==> config.mk <==
export PLATFORM = sky130hd
export DESIGN_NAME = weight_fetch_flat
export DESIGN_NICKNAME = d
export VERILOG_FILES = /design/src/rtl/ising_pkg.sv /design/src/rtl/ising_if.sv /design/src/rtl/weight_fetch.sv /design/src/flat_wrapper.sv
export VERILOG_INCLUDE_DIRS = /design/src /design/src/include
export SDC_FILE = /design/constraint.sdc
export NUM_CORES = 1
export LEC_CHECK = 0
export ABC_CLOCK_PERIOD_IN_PS = 7700
export BUFFER_PORTS_ARGS = -buffer_cell sky130_fd_sc_hd__buf_2
export CORE_AREA = 2 2 110 112
export CTS_BUF_LIST = sky130_fd_sc_hd__clkbuf_8
export CTS_CLUSTER_DIAMETER = 120
export DETAILED_ROUTE_END_ITERATION = 12
export DIE_AREA = 0 0 112 114
export HOLD_SLACK_MARGIN = 0.08
export PLACE_DENSITY_LB_ADDON = 0.15
export SLEW_MARGIN = 20
export SYNTH_ARGS = -nofsm -noshare
export SYNTH_HDL_FRONTEND = slang
export SYNTH_SLANG_ARGS = --single-unit
export TNS_END_PERCENT = 10
==> constraint.sdc <==
create_clock -name clk_i -period 7.7 [get_ports clk_i]
set_input_delay 0.77 -clock clk_i [delete_from_list [all_inputs] [get_ports clk_i]]
set_output_delay 0.77 -clock clk_i [all_outputs]
set_load 0.01 [all_outputs]
==> src/include/ising_consts.svh <==
// Ising core sizes
// shared by the package and every RTL block
`ifndef ISING_CONSTS_SVH
`define ISING_CONSTS_SVH

// spin count and element widths
`define ISING_NUM_SPIN      8
`define ISING_BITJ          4
`define ISING_BITH          4
`define ISING_SCALING_BIT   4

// J rows carried by one memory word
`define ISING_PARALLELISM   2

// worst case |E| is 1472
`define ISING_ENERGY_BIT    16

`define ISING_FLIP_ADDR_BIT 4
`define ISING_J_ADDR_BIT    2

`endif

==> src/rtl/ising_pkg.sv <==
// Ising core types
// spin bit i is +1 when set, element i of a vector sits at bits i*W +: W
`default_nettype none
`include "ising_consts.svh"

package ising_pkg;

    typedef logic [`ISING_NUM_SPIN-1:0] spin_t;
    typedef logic signed [`ISING_ENERGY_BIT-1:0] energy_t;

    // row p of a word at p*NUM_SPIN*BITJ, element j of a row at j*BITJ
    typedef logic [`ISING_PARALLELISM*`ISING_NUM_SPIN*`ISING_BITJ-1:0] j_block_t;

    typedef logic [`ISING_J_ADDR_BIT-1:0] j_addr_t;
    typedef logic [`ISING_FLIP_ADDR_BIT-1:0] flip_addr_t;
    typedef logic [`ISING_NUM_SPIN*`ISING_BITH-1:0] hbias_t;

    typedef enum logic [1:0] {
        IDLE,
        EVAL,
        WAIT,
        NEXT_FLIP
    } fm_state_t;

endpackage

`default_nettype wire

==> src/rtl/ising_if.sv <==
// Ising core buses
// J row stream into the energy monitor, spin/energy exchange with the flip manager
`timescale 1ns/1ps
`default_nettype none

interface weight_stream_if import ising_pkg::*; ();
    logic     valid;
    logic     ready;
    logic     last;
    j_block_t data;

    modport source (
        output valid, data, last,
        input  ready
    );

    modport sink (
        input  valid, data, last,
        output ready
    );
endinterface


`default_nettype wire

==> src/rtl/weight_fetch.sv <==
// weight fetcher
// reads one pass of J row blocks and offers them as a valid/ready stream
`timescale 1ns/1ps
`default_nettype none
`include "ising_consts.svh"

module weight_fetch import ising_pkg::*; (
    input  logic            clk_i,
    input  logic            reset_i,
    input  logic            start_i,
    output logic            j_ren_o,
    output j_addr_t         j_raddr_o,
    input  j_block_t        j_rdata_i,
    weight_stream_if.source weight_o
);
    localparam j_addr_t last_word = j_addr_t'(`ISING_NUM_SPIN / `ISING_PARALLELISM - 1);

    logic       busy_q;
    j_addr_t    addr_q;
    logic       at_last;
    logic       room;
    logic       rvalid_q;
    logic       rlast_q;
    logic [1:0] fifo_cnt_q;
    logic       wr_ptr_q;
    logic       rd_ptr_q;
    logic       push;
    logic       pop;
    j_block_t   data_mem [2];
    logic       last_mem [2];

    assign at_last = (addr_q == last_word);
    // a read still in flight already owns a slot
    assign room = (fifo_cnt_q + {1'b0, rvalid_q}) < 2'd2;
    assign j_ren_o = (start_i | busy_q) & room;
    assign j_raddr_o = addr_q;

    always_ff @(posedge clk_i) begin
        if (reset_i) begin
            busy_q <= 1'b0;
            addr_q <= '0;
            rvalid_q <= 1'b0;
            rlast_q <= 1'b0;
        end else begin
            rvalid_q <= j_ren_o;
            rlast_q <= j_ren_o & at_last;
            if (j_ren_o) begin
                addr_q <= at_last ? '0 : addr_q + 1'b1;
                busy_q <= ~at_last;
            end else if (start_i) begin
                busy_q <= 1'b1;
            end
        end
    end

    // two-entry buffer
    assign push = rvalid_q;
    assign pop = weight_o.valid & weight_o.ready;
    assign weight_o.valid = (fifo_cnt_q != 2'd0);
    assign weight_o.data = data_mem[rd_ptr_q];
    assign weight_o.last = last_mem[rd_ptr_q];

    always_ff @(posedge clk_i) begin
        if (push) begin
            data_mem[wr_ptr_q] <= j_rdata_i;
            last_mem[wr_ptr_q] <= rlast_q;
        end
    end

    always_ff @(posedge clk_i) begin
        if (reset_i) begin
            fifo_cnt_q <= 2'd0;
            wr_ptr_q <= 1'b0;
            rd_ptr_q <= 1'b0;
        end else begin
            if (push) wr_ptr_q <= ~wr_ptr_q;
            if (pop) rd_ptr_q <= ~rd_ptr_q;
            case ({push, pop})
                2'b10: fifo_cnt_q <= fifo_cnt_q + 2'd1;
                2'b01: fifo_cnt_q <= fifo_cnt_q - 2'd1;
                default: fifo_cnt_q <= fifo_cnt_q;
            endcase
        end
    end

endmodule

`default_nettype wire

==> src/flat_wrapper.sv <==
// flat-port wrapper written by rule: the top's interface ports become plain ports
module weight_fetch_flat import ising_pkg::*;
  (clk_i, reset_i, start_i, j_ren_o, j_raddr_o, j_rdata_i, weight_o_valid, weight_o_data, weight_o_last, weight_o_ready);
  weight_stream_if weight_o_i ();
  input  logic clk_i;
  input  logic reset_i;
  input  logic start_i;
  output logic j_ren_o;
  output j_addr_t j_raddr_o;
  input  j_block_t j_rdata_i;
  output wire logic [$bits(weight_o_i.valid)-1:0] weight_o_valid;
  output wire logic [$bits(weight_o_i.data)-1:0] weight_o_data;
  output wire logic [$bits(weight_o_i.last)-1:0] weight_o_last;
  input wire logic [$bits(weight_o_i.ready)-1:0] weight_o_ready;
  assign weight_o_valid = weight_o_i.valid;
  assign weight_o_data = weight_o_i.data;
  assign weight_o_last = weight_o_i.last;
  assign weight_o_i.ready = weight_o_ready;
  weight_fetch u_core (.clk_i(clk_i), .reset_i(reset_i), .start_i(start_i), .j_ren_o(j_ren_o), .j_raddr_o(j_raddr_o), .j_rdata_i(j_rdata_i), .weight_o(weight_o_i));
endmodule
==> impl_metrics.json <==
{
  "outcome": "complete, no violations",
  "die_y_um": 114,
  "grt_use_total_pct": 14.3,
  "nets": 466,
  "finalNonFillerCells": 557,
  "finalMaxSlewViolations": 0,
  "grt_start_max_net_pins": 66,
  "hp-class": "reg2reg",
  "vias": 2694,
  "rr_startpoint": "u_core.push",
  "cp.required_ns": 6.93,
  "ant_nets": 0,
  "viasPerCell": 4.84,
  "placed_area_mm2": 0.00597,
  "ctsHoldBuffers": 0,
  "cpPeakStageDelay_ns": 0.95,
  "ios": 137,
  "path_buf_inv": 1,
  "worstSkewPairLatency_ns": 0.42,
  "crit_fanout": 65,
  "worstReg2RegEnd": "u_core.data_mem[0][63]",
  "tritoncts": "yes",
  "ys_types": 31,
  "gp_congestion": 0.713,
  "cts.sinks": 140,
  "initial_core_util_pct": 43.9,
  "worst-setup-path-type": "reg2out",
  "ff2ff_path_depth": 3,
  "fp.dieW_um": 112,
  "htreeDepth": 4,
  "ir_drop_mv": 0.179,
  "area_growth_pct": 23.7,
  "arrival_ns": 1.93,
  "buffer_ports.inserted": 136,
  "dp_cells": 524,
  "clockBufferDepth": 2,
  "seq_area_frac_synth_pct": 79.9,
  "path_depth": 2,
  "path_delay_family": "flip-flops",
  "ys_seq_elements": 140,
  "nFillCells": 1001,
  "start_kind": "register",
  "min_to": "u_core.last_mem[1]",
  "syn_area_per_cell_um2": 20.6,
  "setup_violations": 0,
  "worst_pin_slew_ns": 0.975,
  "cts-root-buf": "clkbuf_8",
  "synth_largest_area_cell": "edfxtp_1",
  "grt_pass1_vias": 2766,
  "fin_setup_tns_ns": 0,
  "multi_input_area_um2": 986,
  "path_cells": "mux2_1, buf_2",
  "wl_per_cell_um": 16.0,
  "first_pass_iters": 4,
  "synth_nets": 319,
  "hp-start": "u_core.rlast_q",
  "finalCritPeriodShare_pct": 35.1,
  "rows": 40,
  "drc_errors": 0,
  "synth_top_cell_area_share_pct": 76.0,
  "slew_headroom_pct": 34.9,
  "syn_inst": 249,
  "hold_slack_ns": 0.438,
  "clock.fmax_mhz": 370,
  "cts.clk_slew.worst_paths_ns": 0.07,
  "synth_area_mm2": 0.00514,
  "ctsResizeCount": 0,
  "finalClockSkew_ns": 0.00945,
  "rsz0062_at_grt": "no",
  "power.density_mw_per_mm2": 315,
  "drtIter0Drc": 77,
  "cts-buffers-inserted": 17,
  "end_kind": "output port",
  "seq_area_mm2": 0.00411,
  "antenna_found_initial": 0,
  "finalHoldViolations": 0,
  "grt_first_pass_wirelength_mm": 13.6,
  "synth_warnings": 0,
  "drv_cap": 0,
  "final_cell_area_mm2": 0.00636,
  "p_leak_nw": 2.37,
  "hold_depth": 0,
  "slowest_stage": "dfxtp_4",
  "die-area_mm2": 0.0128,
  "place_hpwl_mm": 5.52,
  "min_period_ns": 2.70,
  "grt_overflow": 0,
  "layout-drive-gt1-share_pct": 47.2,
  "drt_wl_total_mm": 8.91,
  "cts_setup_buffers": 0,
  "synthTopCellsByArea": "edfxtp_1 (76%), mux2_1 (11%), dfxtp_1 (3.9%)",
  "reg2reg_slack_ns": 5.47,
  "core_area_mm2": 0.0117
}
-- metrics by stage --
stage                     util, %  setup slack (ns)  total power [mW]
after global routing         54.3              4.84              2.12
after global placement       51.0              5.37              1.47
final                        54.3              5.00              2.00
after CTS                    54.3              4.91              2.04
after floorplan                 -              4.01              1.30
after detailed placement     51.0              5.38              1.47
-- final cells by class --
class | count | area share [%]
repair buffers | 137 | 10.8
flip-flops and latches | 140 | 64.6
clock buffers | 17 | 3.68
inverters | 2 | 0.118
diodes | 1 | 0.0394
multi-input cells | 98 | 15.5
well taps | 147 | 2.89
clock inverters | 15 | 2.32
-- flip-flops by register name, summed over array words and instances (netlist names), named ones only --
register,cells
u_core.rd_ptr_q,1
u_core.last_mem,2
u_core.j_raddr_o,2
u_core.fifo_cnt_q,2
u_core.rlast_q,1
u_core.data_mem,128
u_core.wr_ptr_q,1
u_core.busy_q,1
u_core.push,1
-- layout by cell type (no fill, tap or decap), drive strengths merged --
cell and n:
diode 1, a21boi 1, inv 5, nor3 1, nor3b 1, xor2 1
edfxtp 130, dfxtp 10, xnor2 3, clkinv 6, bufinv 2, o21ai 2
a21oi 3, clkinvlp 4, and3b 1, o211ai 1, clkbuf 17, mux2 66
or3 1, nor2b 1, or2 2, o31ai 1, buf 137, nor2 7
and3 1, a211oi 1, and2 1, ha 2, o21a 1
-- synthesized netlist by cell type --
cell type and count:
mux2_4 1, o211ai_1 1, nor3_1 1, nor2_1 7, a21oi_2 1, xor2_1 1, nor3b_1 1, or2_2 2
or3_1 1, inv_2 1, ha_1 2, buf_6 1, and2_1 1, inv_1 1, dfxtp_1 10, o21ai_4 1
mux2_2 15, nor2b_1 1, o21ai_0 1, a21oi_1 2, o21a_2 1, edfxtp_1 130, and3b_1 1, a21boi_0 1
mux2_1 50, xnor2_1 3, clkbuf_1 1, buf_2 7, a211oi_1 1, and3_4 1, o31ai_1 1
-- worst reg2reg max path: stages, from the launching register on --
cell and delay (ns):
dfxtp_1 0.45, inv_1 0.12, nor2_4 0.75, buf_4 0.55
-- power breakdown --
group / switching (mW) / internal, mW / leakage [nW]
Combinational: 0.212 / 0.206 / 0.899
Sequential: 0.0794 / 0.948 / 1.28
Clock: 0.271 / 0.287 / 0.184
-- worst max-delay path by stage --
stage | slack, ns | start | to
3_3_place_gp | 5.37 | register | weight_o_data[23]
2_1_floorplan | 4.01 | u_core.push | u_core.data_mem[0][0]
6_report | 5.00 | register | weight_o_data[23]
5_1_grt | 4.84 | register | weight_o_data[23]
4_1_cts | 4.91 | register | weight_o_data[43]
3_5_place_dp | 5.38 | register | weight_o_data[43]
-- layer usage --
metal | vias to the layer above | global-route usage (%) | routed length, µm
met1 | 1320 | 17.1 | 3730
li1 | 1265 | - | -
met5 | - | 0 | 0
met2 | 99 | 23.6 | 4430
met4 | 0 | 5.61 | 95
met3 | 10 | 5.37 | 654
-- cell families after synthesis --
family | Yosys count | share of synthesized area (%)
DFF | 140 | 79.9
muxes | 66 | 14.5
and+or+nand+nor | 16 | 1.75
buffers and inverters | 11 | 1.12
AOI/OAI and AO/OA | 10 | 1.53
xor gates and xnor gates | 4 | 0.682
adders and majority gates | 2 | 0.487
No activity file was read; power rests on OpenSTA's default activity.
