==> config.mk <==
export PLATFORM = sky130hd
export DESIGN_NAME = flip_manager_flat
export DESIGN_NICKNAME = d
export VERILOG_FILES = /design/src/rtl/ising_pkg.sv /design/src/rtl/ising_if.sv /design/src/rtl/flip_manager.sv /design/src/flat_wrapper.sv
export VERILOG_INCLUDE_DIRS = /design/src /design/src/include
export SDC_FILE = /design/constraint.sdc
export NUM_CORES = 1
export LEC_CHECK = 0
export BUFFER_PORTS_ARGS = -buffer_cell sky130_fd_sc_hd__buf_2
export CORE_UTILIZATION = 50
export DETAILED_ROUTE_END_ITERATION = 8
export PLACE_DENSITY_LB_ADDON = 0.2
export SYNTH_ARGS = -nofsm -noshare
export SYNTH_HDL_FRONTEND = slang
export SYNTH_SLANG_ARGS = --single-unit
==> constraint.sdc <==
create_clock -name clk_i -period 3.2 [get_ports clk_i]
set_input_delay 0.32 -clock clk_i [delete_from_list [all_inputs] [get_ports clk_i]]
set_output_delay 0.32 -clock clk_i [all_outputs]
set_load 0.05 [all_outputs]
==> src/include/ising_consts.svh <==
// Ising core sizes
// shared by the package and every RTL block
`ifndef ISING_CONSTS_SVH
`define ISING_CONSTS_SVH

// spin count and element widths
`define ISING_NUM_SPIN      8
`define ISING_BITJ          4
`define ISING_BITH          4
`define ISING_SCALING_BIT   4

// J rows carried by one memory word
`define ISING_PARALLELISM   2

// worst case |E| is 1472
`define ISING_ENERGY_BIT    16

`define ISING_FLIP_ADDR_BIT 4
`define ISING_J_ADDR_BIT    2

`endif

==> src/rtl/ising_pkg.sv <==
// Ising core types
// spin bit i is +1 when set, element i of a vector sits at bits i*W +: W
`default_nettype none
`include "ising_consts.svh"

package ising_pkg;

    typedef logic [`ISING_NUM_SPIN-1:0] spin_t;
    typedef logic signed [`ISING_ENERGY_BIT-1:0] energy_t;

    // row p of a word at p*NUM_SPIN*BITJ, element j of a row at j*BITJ
    typedef logic [`ISING_PARALLELISM*`ISING_NUM_SPIN*`ISING_BITJ-1:0] j_block_t;

    typedef logic [`ISING_J_ADDR_BIT-1:0] j_addr_t;
    typedef logic [`ISING_FLIP_ADDR_BIT-1:0] flip_addr_t;
    typedef logic [`ISING_NUM_SPIN*`ISING_BITH-1:0] hbias_t;

    typedef enum logic [1:0] {
        IDLE,
        EVAL,
        WAIT,
        NEXT_FLIP
    } fm_state_t;

endpackage

`default_nettype wire

==> src/rtl/ising_if.sv <==
// Ising core buses
// J row stream into the energy monitor, spin/energy exchange with the flip manager
`timescale 1ns/1ps
`default_nettype none


interface energy_if import ising_pkg::*; ();
    // request side
    logic    spin_valid;
    logic    spin_ready;
    spin_t   spin;
    // result side
    logic    energy_valid;
    logic    energy_ready;
    energy_t energy;

    modport manager (
        output spin_valid, spin, energy_ready,
        input  spin_ready, energy_valid, energy
    );

    modport monitor (
        input  spin_valid, spin, energy_ready,
        output spin_ready, energy_valid, energy
    );
endinterface

`default_nettype wire

==> src/rtl/flip_manager.sv <==
// flip manager
// annealing loop over the flip memory, keeps the best spin vector and its energy
`timescale 1ns/1ps
`default_nettype none

module flip_manager import ising_pkg::*; (
    input  logic       clk_i,
    input  logic       reset_i,
    input  logic       config_valid_i,
    input  spin_t      config_spin_i,
    input  logic       cmpt_en_i,
    input  logic       en_comparison_i,
    input  flip_addr_t flip_num_i,
    output logic       flip_ren_o,
    output flip_addr_t flip_raddr_o,
    input  spin_t      flip_rdata_i,
    energy_if.manager  energy_io,
    output logic       cmpt_idle_o,
    output logic       energy_update_o,
    output energy_t    best_energy_o,
    output spin_t      best_spin_o
);
    fm_state_t  state_q;
    fm_state_t  state_d;
    logic       cmpt_en_q;
    logic       start;
    spin_t      cfg_spin_q;
    spin_t      cand_q;
    flip_addr_t flip_idx_q;
    flip_addr_t flip_num_q;
    logic       first_q;
    logic       update_q;
    energy_t    best_energy_q;
    spin_t      best_spin_q;
    logic       spin_hs;
    logic       energy_hs;
    logic       accept;
    logic       more_flips;

    assign start = cmpt_en_i & ~cmpt_en_q;
    assign spin_hs = energy_io.spin_valid & energy_io.spin_ready;
    assign energy_hs = energy_io.energy_valid & energy_io.energy_ready;
    // initial spin always taken, later ones only if strictly lower
    assign accept = first_q | ~en_comparison_i | (energy_io.energy < best_energy_q);
    assign more_flips = (flip_idx_q != flip_num_q);

    assign energy_io.spin_valid = (state_q == EVAL);
    assign energy_io.spin = cand_q;
    assign energy_io.energy_ready = (state_q == WAIT);

    // read goes out with the result, pattern is back in NEXT_FLIP
    assign flip_ren_o = energy_hs & more_flips;
    assign flip_raddr_o = flip_idx_q;

    assign cmpt_idle_o = (state_q == IDLE);
    assign energy_update_o = update_q;
    assign best_energy_o = best_energy_q;
    assign best_spin_o = best_spin_q;

    always_comb begin
        state_d = state_q;
        case (state_q)
            IDLE: if (start) state_d = EVAL;
            EVAL: if (spin_hs) state_d = WAIT;
            WAIT: if (energy_hs) state_d = more_flips ? NEXT_FLIP : IDLE;
            NEXT_FLIP: state_d = EVAL;
            default: state_d = IDLE;
        endcase
    end

    always_ff @(posedge clk_i) begin
        if (reset_i) begin
            state_q <= IDLE;
            cmpt_en_q <= 1'b0;
            first_q <= 1'b0;
            update_q <= 1'b0;
            flip_idx_q <= '0;
            flip_num_q <= '0;
        end else begin
            state_q <= state_d;
            cmpt_en_q <= cmpt_en_i;
            update_q <= energy_hs & accept;
            if (state_q == IDLE && start) begin
                first_q <= 1'b1;
                flip_idx_q <= '0;
                flip_num_q <= flip_num_i;
            end else if (energy_hs) begin
                first_q <= 1'b0;
            end
            if (state_q == NEXT_FLIP) flip_idx_q <= flip_idx_q + 1'b1;
        end
    end

    // candidate is built from the last accepted spin
    always_ff @(posedge clk_i) begin
        if (config_valid_i) cfg_spin_q <= config_spin_i;
        if (state_q == IDLE && start) begin
            cand_q <= cfg_spin_q;
        end else if (state_q == NEXT_FLIP) begin
            cand_q <= best_spin_q ^ flip_rdata_i;
        end
        if (energy_hs && accept) begin
            best_energy_q <= energy_io.energy;
            best_spin_q <= cand_q;
        end
    end

endmodule

`default_nettype wire

==> src/flat_wrapper.sv <==
// flat-port wrapper written by rule: the top's interface ports become plain ports
module flip_manager_flat import ising_pkg::*;
  (clk_i, reset_i, config_valid_i, config_spin_i, cmpt_en_i, en_comparison_i, flip_num_i, flip_ren_o, flip_raddr_o, flip_rdata_i, cmpt_idle_o, energy_update_o, best_energy_o, best_spin_o, energy_io_spin_valid, energy_io_spin, energy_io_energy_ready, energy_io_spin_ready, energy_io_energy_valid, energy_io_energy);
  energy_if energy_io_i ();
  input  logic clk_i;
  input  logic reset_i;
  input  logic config_valid_i;
  input  spin_t config_spin_i;
  input  logic cmpt_en_i;
  input  logic en_comparison_i;
  input  flip_addr_t flip_num_i;
  output logic flip_ren_o;
  output flip_addr_t flip_raddr_o;
  input  spin_t flip_rdata_i;
  output logic cmpt_idle_o;
  output logic energy_update_o;
  output energy_t best_energy_o;
  output spin_t best_spin_o;
  output wire logic [$bits(energy_io_i.spin_valid)-1:0] energy_io_spin_valid;
  output wire logic [$bits(energy_io_i.spin)-1:0] energy_io_spin;
  output wire logic [$bits(energy_io_i.energy_ready)-1:0] energy_io_energy_ready;
  input wire logic [$bits(energy_io_i.spin_ready)-1:0] energy_io_spin_ready;
  input wire logic [$bits(energy_io_i.energy_valid)-1:0] energy_io_energy_valid;
  input wire logic [$bits(energy_io_i.energy)-1:0] energy_io_energy;
  assign energy_io_spin_valid = energy_io_i.spin_valid;
  assign energy_io_spin = energy_io_i.spin;
  assign energy_io_energy_ready = energy_io_i.energy_ready;
  assign energy_io_i.spin_ready = energy_io_spin_ready;
  assign energy_io_i.energy_valid = energy_io_energy_valid;
  assign energy_io_i.energy = energy_io_energy;
  flip_manager u_core (.clk_i(clk_i), .reset_i(reset_i), .config_valid_i(config_valid_i), .config_spin_i(config_spin_i), .cmpt_en_i(cmpt_en_i), .en_comparison_i(en_comparison_i), .flip_num_i(flip_num_i), .flip_ren_o(flip_ren_o), .flip_raddr_o(flip_raddr_o), .flip_rdata_i(flip_rdata_i), .energy_io(energy_io_i), .cmpt_idle_o(cmpt_idle_o), .energy_update_o(energy_update_o), .best_energy_o(best_energy_o), .best_spin_o(best_spin_o));
endmodule
==> metrics.yaml, run 1 <==
drt:
  wl_per_cell_um: 13.75
  vias_per_cell: 5.093
  drc: 0
  first_pass_iters: 4
  postRouteWirelength_um: 4565
  ant_nets: 0
  vias: 1691
  drt_iter0_drc: 65
logic_synthesis:
  synth_top_area_share: 0.4954
  synth_common_cells: "edfxtp_1 (40), inv_1 (22), ha_1 (20)"
  synth_seq_area_share: 0.6027
  ys.warnings.count: 0
  syn_avg_cell_area_um2: 12.70
  synth_most_common_cell: "edfxtp_1"
  synthFlopType: "edfxtp_1"
  async_flop_share: 0
  synth_largest_area_cell: "edfxtp_1"
  ys_seq_elements: 53
  netlist_instances: 191
  synthTopCellsByArea: "edfxtp_1 (50%), dfxtp_1 (11%), ha_1 (10%)"
  synth_fp_nets: 254
  synth_cell_types: 35
  synth_edf_count: 40
  synth_area_um2: 2425
power:
  power.leakage_nw: 1.379
  p_per_area_nw_per_um2: 509.5
  ir_drop_mv: 0.3031
global_routing:
  grt_pass1_wl_um: 7424
  grt_overflow_total: 0
  grt_max_degree: 25
  grt_pass1_vias: 1660
  grt_usage: 0.1891
  antenna_found_initial: 0
die:
  core_region_area_um2: 4504
  boundaryPins: 84
  die_w_um: 71.64
  die_h_um: 71.64
  start_util: 0.5383
  dieArea_um2: 5132
  rows: 24
final_layout:
  synthToLayoutAreaGrowth_pct: 24.51
  n_antenna_cell: 0
  n_fill_cell: 366
  seqCellArea_um2: 1461
  stdcell_count: 332
  layout-drive-gt1-share: 0.3500
  nets: 342
  multi_input_area_um2: 877.1
sta:
  setup_ws_ns: 0.6333
  setup_tns_ns: 0
  layout_min_cycle_time_ns: 2.567
  hold_violations: 0
  layout_worst_path_cycle_share: 0.8021
  maxSlewViolCount: 0
  worstMarginPinSlew_ns: 0.7462
  max_freq_mhz: 389.6
  setup_viol: 0
  rsz0062_at_grt: "false"
  fin_skew_ns: 0.01429
  maxSlewHeadroom: 0.4962
clocking:
  clkSinkCount: 53
  cts-root-buf: "clkbuf_8"
  clock_latency_ns: 0.31
  cts_buffers: 5
  tritoncts: "built"
  cts_htree_levels: 2
  cts_hold_buf: 0
  clk_path_buf_depth: 2
  clk_pin_slew_ns: 0.09
run:
  drv_cap: 0
setup_path:
  worstSetupPathType: "flip-flop to flip-flop"
  worstSetupStartpointType: "flip-flop"
  r2r-end: "u_core.best_spin_o[6]"
  endpoint_kind: "flip-flop"
  worstPathRequired_ns: 3.13
  cp.arrival_ns: 2.50
  r2r_cells: 8
  regToRegSetupSlack_ns: 0.63
  r2r_start: "u_core.best_energy_o[15]"
  critPathMaxFanout: 24
placement:
  gp_congestion: 0.7361
  io_buffers: 83
  post-place-ws_ns: 0.2073
  dp_cells: 324
  hpwl_um: 3451
worst_hold_path:
  hold_depth: 1
  hold_path_startpoint: "config_spin_i[3]"
  hold_path.class: "primary input to flip-flop"
  hold_path_end: "u_core.cfg_spin_q[3]"
status:
  outcome: "finished clean"
## through the flow
step                        util  area, um2  hold WS (ns)  total power [mW]
after floorplan                -       2427        0.3916             1.023
after global placement    0.6447       2904        0.4253             1.098
after detailed placement  0.6447       2904        0.4296             1.102
after CTS                 0.6692       3014        0.1831             1.548
after global routing      0.6703       3019        0.1769             1.601
final                     0.6703       3019        0.1942             1.538
## power by group
group | total [mW] | internal, mW | switching, mW | leakage, nW
registers | 0.807 | 0.788 | 0.0196 | 0.475
clock network | 0.451 | 0.231 | 0.220 | 0.0518
logic | 0.280 | 0.0897 | 0.190 | 0.853
total | 1.54 | 1.11 | 0.430 | 1.38
## kinds of logic after synthesis
logic type      after synthesis  share of synthesized area
flops                        53                     0.6027
xor+xnor                     12                    0.04334
mux                           5                    0.02064
compound gates               34                     0.1022
simple gates                 42                    0.08927
fa+ha+maj                    20                     0.1032
buf+inv                      25                    0.03870
## repair_timing
action / CTS / global route
setup endpoints to repair: 0 / 24
gates resized for setup: 0 / 1
setup buffers: 0 / 0
endpoints found under the hold margin: 0 / 0
## layout make-up
| class | instances | share of cell area |
|---|---|---|
| Clock inverter | 3 | 0.01368 |
| Tap cell | 52 | 0.02155 |
| Clock buffer | 5 | 0.02279 |
| Sequential cell | 53 | 0.4840 |
| Multi-Input combinational cell | 113 | 0.2905 |
| Inverter | 22 | 0.02735 |
| Timing Repair Buffer | 84 | 0.1401 |
## worst max-delay path by stage
stage | start | to | slack, ns | cells past startpoint
floorplan | u_core.best_energy_o[15] | u_core.best_energy_o[0] | 0.30 | 8
global placement | energy_io_energy[15] | u_core.best_energy_o[2] | 0.26 | 8
detailed placement | energy_io_energy[15] | u_core.best_energy_o[2] | 0.21 | 8
CTS | u_core.best_energy_o[15] | u_core.best_spin_o[6] | 0.22 | 8
global route | u_core.best_energy_o[15] | u_core.best_spin_o[6] | 0.37 | 8
finish | u_core.best_energy_o[15] | u_core.best_spin_o[6] | 0.63 | 8
## registers in the layout, indices dropped and copies added, names as in the netlist
register / flops
u_core.cfg_spin_q: 8
u_core.cmpt_en_q: 1
u_core.energy_io.spin: 8
u_core.state_q: 2
u_core.best_energy_o: 16
u_core.energy_update_o: 1
u_core.flip_raddr_o: 4
u_core.flip_num_q: 4
u_core.first_q: 1
u_core.best_spin_o: 8
## critical path, stage by stage (launching register included)
cell	delay [ns]
edfxtp_1	0.37
inv_1	0.05
ha_1	0.32
and4_4	0.24
nand2_1	0.09
a2111oi_2	0.32
or4_1	0.19
a21oi_2	0.08
nor2_4	0.54
## layout by cell type, fill, tap and decap left out, types with 2 or more instances in the layout
| cell | count |
|---|---|
| buf_2 | 83 |
| edfxtp_1 | 40 |
| inv_1 | 22 |
| ha_1 | 20 |
| nor2_1 | 17 |
| a21oi_1 | 17 |
| dfxtp_1 | 13 |
| xnor2_1 | 8 |
| nand2_1 | 6 |
| mux2i_1 | 5 |
| clkbuf_8 | 5 |
| xor2_1 | 4 |
| nor2b_1 | 3 |
| nand2b_1 | 3 |
| a21o_1 | 3 |
| nand3b_1 | 2 |
| a41oi_1 | 2 |
| nand3_1 | 2 |
| o21ai_0 | 2 |
| nor3_1 | 2 |
## layer usage
layer,vias up,GRT usage,part of all wire
met5,-,0,0
met2,64,0.3417,0.51
li1,857,-,-
met1,766,0.2240,0.43
met4,0,0.05011,0.0068
met3,4,0.04782,0.054
No activity file was read; power rests on OpenSTA's default activity.
==> inputs of run 2 (changes only) <==
--- a/config.mk
+++ b/config.mk
@@ -7,7 +7,7 @@
 export NUM_CORES = 1
 export LEC_CHECK = 0
 export BUFFER_PORTS_ARGS = -buffer_cell sky130_fd_sc_hd__buf_2
-export CORE_UTILIZATION = 50
+export CORE_UTILIZATION = 45
 export DETAILED_ROUTE_END_ITERATION = 8
 export PLACE_DENSITY_LB_ADDON = 0.2
 export SYNTH_ARGS = -nofsm -noshare
==> constraint.sdc (replaced) <==
create_clock -name clk_i -period 2.3 [get_ports clk_i]
set_input_delay 0.23 -clock clk_i [delete_from_list [all_inputs] [get_ports clk_i]]
set_output_delay 0.23 -clock clk_i [all_outputs]
set_load 0.05 [all_outputs]
==> run 2 against run 1 <==
  * Non-clock buffer count grew 13
  * Fmax grew 8.7%
  * Power grew 35%
  * Register-to-register slack lost 0.70 ns
  * Final area grew 9.6%
  * The flow now finishes with violations (negative setup slack)
==> metrics.yaml, run 2 (same netlist as run 1, synthesis figures left out) <==
status:
  outcome: "complete, but fails checks"
  violations: "negative setup slack"
setup_path:
  regToRegSetupSlack_ns: -0.06  # -0.70 ns
  worstSetupPathType: "flip-flop to flip-flop"
  critPathMaxFanout: 5  # -79%
  cpPeakStageDelay_ns: 0.49  # -0.05 ns
  r2r-end: "u_core.best_energy_o[7]"
  worstPathRequired_ns: 2.38  # -0.75 ns
  worstSetupStartpointType: "flip-flop"
  startpoint: "u_core.best_energy_o[15]"
  r2r_start: "u_core.best_energy_o[15]"
  crit_end: "u_core.best_energy_o[7]"
  r2r_cells: 9  # +1
  cpMaxStageDelayCell: "or4_4"
  cp_cell_sequence: "inv_2, ha_4, and4_4, a21oi_2, o21ai_2, or4_4, a21oi_4, nor2_4, clkbuf_16"
  endpoint_kind: "flip-flop"
  cp.arrival_ns: 2.45  # -0.05 ns
power:
  ir_drop_mv: 0.4902  # +62%
  p_seq_frac: 0.542  # +0.017
  pwr-share-clk: 0.254  # -0.039
  p_per_area_nw_per_um2: 627.2  # +23%
  power_frac_comb: 0.205  # +0.023
  power.leakage_nw: 1.468  # +6.4%
  switching_share: 0.2969  # +0.01729
  p_sw_mw: 0.6163  # +43%
  power.internal_mw: 1.459  # +32%
drt:
  vias_per_cell: 4.797  # -5.8%
  drt_iter0_drc: 49  # -25%
  ant_nets: 0  # unchanged
  wl_per_cell_um: 13.48  # -2.0%
  vias: 1746  # +3.3%
  first_pass_iters: 4  # unchanged
  postRouteWirelength_um: 4907  # +7.5%
  drc: 0  # unchanged
die:
  boundaryPins: 84  # unchanged
  die_w_um: 75.41  # +5.3%
  dieArea_um2: 5686  # +11%
  die_h_um: 75.41  # +5.3%
  core_region_area_um2: 5140  # +14%
  rows: 26  # +8.3%
  start_util: 0.4718  # -0.06657
final_layout:
  layout-drive-gt1-share: 0.4490  # +0.09898
  stdcell_count: 364  # +9.6%
  final_core_util: 0.6439  # -0.02641
  n_antenna_cell: 0  # unchanged
  final_cell_mix: "buf_2 (83), edfxtp_1 (40), nor2_1 (17), inv_1 (16), a21oi_1 (15)"
  nets: 356  # +4.1%
  final_common_cell: "buf_2"
  largest_reg_flops: 16  # unchanged
  synthToLayoutAreaGrowth_pct: 36.48
  design_area_um2: 3309  # +9.6%
sta:
  fin_skew_ns: 0.004153  # -0.01014 ns
  setup_ws_ns: -0.06221  # -0.6955 ns
  hold_violations: 0  # unchanged
  max_freq_mhz: 423.3  # +8.7%
  worstMarginPinSlew_ns: 0.9233  # +0.1771 ns
  rsz0062_at_grt: "true"
  setup_viol: 24  # +24
  layout_min_cycle_time_ns: 2.362  # -0.2045 ns
  layout_worst_path_cycle_share: 1.027  # +0.2250
  maxSlewViolCount: 0  # unchanged
  maxSlewHeadroom: 0.3747  # -0.1215
placement:
  hpwl_um: 3573  # +3.5%
  dpl_cell_area_um2: 3022  # +4.0%
  dp_cells: 348  # +7.4%
  gp_congestion: 0.7419  # +0.79%
  io_buffers: 83  # unchanged
global_routing:
  grt_max_degree: 23  # -8.0%
  grt_usage: 0.1737  # -0.01543
  grt_overflow_total: 0  # unchanged
  antenna_found_initial: 0  # unchanged
  grt_pass1_vias: 1571  # -5.4%
  grt_pass1_wl_um: 7120  # -4.1%
clocking:
  tritoncts: "built"
  cts-root-buf: "clkbuf_8"
  cts_hold_buf: 0  # unchanged
  clk_pin_slew_ns: 0.10  # about the same
  cts_htree_levels: 2  # unchanged
  clkSinkCount: 53  # unchanged
  clock_latency_ns: 0.30  # about the same
  clk_path_buf_depth: 2  # unchanged
  cts_buffers: 5  # unchanged
worst_hold_path:
  hold_path.class: "primary input to flip-flop"
  hold_depth: 1  # unchanged
  hold_path_startpoint: "config_spin_i[0]"
run:
  drv_cap: 0  # unchanged
## run 2: changes by cell type in the layout (fill, tap and decap cells not counted), sizes merged
cell	delta
clkinv	+2
clkbuf	+1
clkinvlp	-1
bufinv	-1
nor2	+1
buf	+12
## run 2: layer usage
metal  GRT usage  share of wire  up-vias
met4     0.05556         0.0082        0
met5           0              0        -
met2      0.2897           0.51       52
met1      0.2197           0.43      801
met3     0.04894          0.057        4
li1            -              -      889
## run 2: power groups by stage
stage	logic (mW)	registers [mW]	clock network, mW
after global routing	0.462	1.13	0.574
final	0.425	1.12	0.527
after detailed placement	0.400	1.15	0
after global placement	0.395	1.14	0
after CTS	0.417	1.12	0.546
after floorplan	0.199	1.23	0
## run 2: repair_timing
| action | CTS | global route |
|---|---|---|
| pin swaps | 4 | 2 |
| endpoints found under the setup margin | 24 | 25 |
| gates cloned | 1 | 1 |
| resized for setup | 10 | 11 |
| setup buffers | 6 | 0 |
## run 2: worst min-delay path by stage
stage | end | slack (ns)
after global placement | u_core.cfg_spin_q[4] | 0.41
final | u_core.cfg_spin_q[0] | 0.09
after CTS | u_core.cfg_spin_q[1] | 0.08
after floorplan | u_core.cmpt_en_q | 0.30
after global routing | u_core.cfg_spin_q[0] | 0.08
after detailed placement | u_core.cfg_spin_q[7] | 0.41
## run 2: final cells by class
cell class,instances,area (um2)
Clock buffer,5,68.82
Clock inverter,3,22.52
Fill cell,447,1831
Inverter,22,82.58
Multi-Input combinational cell,114,1025
Sequential cell,53,1461
Tap cell,70,87.58
Timing Repair Buffer,97,561.8
## run 2: per-stage QoR
step / power (mW) / hold slack (ns) / TNS [ns] / setup slack, ns
2_1_floorplan: 1.427 / 0.3016 / -6.604 / -0.2751
3_3_place_gp: 1.540 / 0.4066 / -3.589 / -0.1503
3_5_place_dp: 1.547 / 0.4081 / -5.641 / -0.2355
4_1_cts: 2.087 / 0.08341 / -0.01815 / -0.001733
5_1_grt: 2.168 / 0.07907 / -2.799 / -0.1520
6_report: 2.076 / 0.09474 / -0.8525 / -0.06221
## run 2: critical path, delay by kind of cell, from the launching register on
family,cells,cell delay (ns)
AOI/OAI and AO/OA,3,0.46
DFF,1,0.42
and+or+nand+nor,3,0.79
adders and majority gates,1,0.19
buffers and inverters,2,0.28
==> inputs of run 3 (changes only) <==
--- a/config.mk
+++ b/config.mk
@@ -9,7 +9,7 @@
 export BUFFER_PORTS_ARGS = -buffer_cell sky130_fd_sc_hd__buf_2
 export CORE_UTILIZATION = 45
 export DETAILED_ROUTE_END_ITERATION = 8
-export PLACE_DENSITY_LB_ADDON = 0.2
+export PLACE_DENSITY = 0.81
 export SYNTH_ARGS = -nofsm -noshare
 export SYNTH_HDL_FRONTEND = slang
 export SYNTH_SLANG_ARGS = --single-unit
==> run 3 against run 2 <==
  * The run still ends with negative setup slack left
  * Combinational power decreased by 3%
  * Final area fell by 3.2%
  * Non-clock buffer count down 4
  * Largest cell class unchanged
  * Largest power group unchanged
  * Highest routed layer unchanged
==> metrics.yaml, run 3 (same netlist as run 1, synthesis figures left out) <==
setup_path:
  r2r_start: "u_core.best_energy_o[15]"
  startpoint: "u_core.best_energy_o[15]"
  crit_end: "u_core.best_spin_o[4]"
  worstSetupStartpointType: "flip-flop"
  critPathMaxFanout: 12  # +7
  critical-path-top-delay-family: "simple AND/OR/NAND/NOR gates"
  worstSetupPathDepth: 9  # unchanged
  worstSetupPathType: "flip-flop to flip-flop"
  cp.arrival_ns: 2.39  # -0.06 ns
  r2r-end: "u_core.best_spin_o[4]"
  cpMaxStageDelayCell: "or4_4"
  r2r_cells: 9  # unchanged
  cp_num_buf_inv: 2  # unchanged
  endpoint_kind: "flip-flop"
  cpPeakStageDelay_ns: 0.49  # about the same
  regToRegSetupSlack_ns: -0.03  # +0.04 ns
  cp_cell_sequence: "inv_2, ha_4, and4_4, a21oi_2, o21ai_2, or4_4, a21oi_4, nor2_4, buf_12"
  worstPathRequired_ns: 2.37  # about the same
final_layout:
  n_antenna_cell: 0  # unchanged
  largest_reg_flops: 16  # unchanged
  final_core_util: 0.6232  # -0.02069
  nets: 352  # -1.1%
  layout-drive-gt1-share: 0.4138  # -0.03519
  final_common_cell: "buf_2"
  stdcell_count: 360  # -1.1%
  final_cell_mix: "buf_2 (83), edfxtp_1 (40), inv_1 (19), nor2_1 (17), ha_1 (17)"
  synthToLayoutAreaGrowth_pct: 32.09
clocking:
  clock_latency_ns: 0.30  # about the same
  cts_buffers: 5  # unchanged
  clk_pin_slew_ns: 0.10  # about the same
  cts_htree_levels: 2  # unchanged
  clk_path_buf_depth: 2  # unchanged
  tritoncts: "built"
  cts-root-buf: "clkbuf_8"
  clkSinkCount: 53  # unchanged
  cts_hold_buf: 0  # unchanged
drt:
  first_pass_iters: 4  # unchanged
  drt_iter0_drc: 67  # +37%
  vias: 1716  # -1.7%
  ant_nets: 0  # unchanged
  vias_per_cell: 4.767  # -0.63%
  drc: 0  # unchanged
  postRouteWirelength_um: 4583  # -6.6%
  wl_per_cell_um: 12.73  # -5.6%
power:
  pwr-share-clk: 0.252  # -0.002
  switching_share: 0.2930  # -0.003903
  p_sw_mw: 0.6010  # -2.5%
  ir_drop_mv: 0.4222  # -14%
  power.leakage_nw: 1.441  # -1.9%
  p_seq_frac: 0.547  # +0.005
  p_per_area_nw_per_um2: 640.4  # +2.1%
  power_frac_comb: 0.200  # -0.005
  power.internal_mw: 1.450  # -0.63%
sta:
  maxSlewHeadroom: 0.3902  # +0.01550
  fin_skew_ns: 0.01153  # +0.007373 ns
  layout_worst_path_cycle_share: 1.011  # -0.01597
  rsz0062_at_grt: "true"
  hold_violations: 0  # unchanged
  max_freq_mhz: 430.0  # +1.6%
  maxSlewViolCount: 0  # unchanged
  setup_viol: 12  # -50%
  layout_min_cycle_time_ns: 2.325  # -0.03673 ns
  setup_ws_ns: -0.02548  # +0.03673 ns
  worstMarginPinSlew_ns: 0.9005  # -0.02288 ns
placement:
  dp_cells: 348  # unchanged
  io_buffers: 83  # unchanged
  gp_congestion: 0.7858  # +5.9%
  hpwl_um: 3559  # -0.39%
status:
  violations: "negative setup slack"
  outcome: "complete, but fails checks"
die:
  die_h_um: 75.41  # unchanged
  rows: 26  # unchanged
  core_region_area_um2: 5140  # unchanged
  dieArea_um2: 5686  # unchanged
  start_util: 0.4718  # unchanged
  boundaryPins: 84  # unchanged
  die_w_um: 75.41  # unchanged
worst_hold_path:
  hold_path_startpoint: "config_spin_i[4]"
  hold_path.class: "primary input to flip-flop"
global_routing:
  grt_pass1_vias: 1537  # -2.2%
  grt_max_degree: 23  # unchanged
  grt_usage: 0.1632  # -0.01050
  antenna_found_initial: 0  # unchanged
  grt_overflow_total: 0  # unchanged
  grt_pass1_wl_um: 6762  # -5.0%
run:
  drv_cap: 0  # unchanged
==> run 3: cell count changes in the layout (fill, tap and decap cells not counted), sizes merged <==
cell,before,now
clkbuf,6,5
buf,96,93
clkinvlp,0,1
inv,22,23
clkinv,3,1
==> run 3: area by class of cell <==
type                    count  area [um2]
clock inverters             3       21.27
clock buffers               5       68.82
flip-flops and latches     53        1461
multi-input cells         114       970.9
inverters                  22       82.58
repair buffers             93       510.5
fillers                   449        1937
well taps                  70       87.58
==> run 3: stage by stage <==
step                      hold WS [ns]  area (um2)  worst slack [ns]  TNS [ns]  power (mW)
after floorplan                 0.3016        2477           -0.2751    -6.604       1.427
after global placement          0.4070        3022           -0.1099    -2.625       1.534
after detailed placement        0.4081        3022           -0.1606    -3.845       1.544
after CTS                      0.09013        3203         -0.007901  -0.02834       2.074
after global routing           0.08251        3203           -0.1047    -2.096       2.140
final                           0.1052        3203          -0.02548   -0.2064       2.051
==> run 3: how the worst min path moves through the flow <==
| stage | cells after the start | slack, ns | endpoint |
|---|---|---|---|
| detailed placement | 1 | 0.41 | u_core.cfg_spin_q[4] |
| finish | 1 | 0.11 | u_core.cfg_spin_q[4] |
| floorplan | 1 | 0.30 | u_core.cmpt_en_q |
| global placement | 1 | 0.41 | u_core.cfg_spin_q[4] |
| global route | 1 | 0.08 | u_core.cfg_spin_q[3] |
| CTS | 1 | 0.09 | u_core.cfg_spin_q[4] |
==> run 3: power by group through the flow <==
stage | Combinational (mW) | Clock, mW | Sequential (mW)
6_report | 0.411 | 0.518 | 1.12
5_1_grt | 0.444 | 0.568 | 1.13
3_5_place_dp | 0.399 | 0 | 1.14
2_1_floorplan | 0.199 | 0 | 1.23
3_3_place_gp | 0.391 | 0 | 1.14
4_1_cts | 0.415 | 0.536 | 1.12
==> run 3: worst register-to-register path: cells and delay by family, from the launching register on <==
kind	cells	cell delay [ns]
and+or+nand+nor	3	0.77
AOI/OAI and AO/OA	3	0.45
DFF	1	0.42
adders and majority gates	1	0.19
buffers and inverters	2	0.26
==> run 3: metal layers <==
metal	track usage	routed length (um)
met3	0.04894	265
met1	0.1879	1905
met4	0.05350	22
met5	0	0
met2	0.2907	2389
==> run 3: timing repair <==
item | 4_1_cts | 5_1_grt
pin swaps | 3 | 0
buffers inserted | 3 | 0
gates cloned | 1 | 0
resized for setup | 12 | 0
endpoints found under the setup margin | 24 | 24
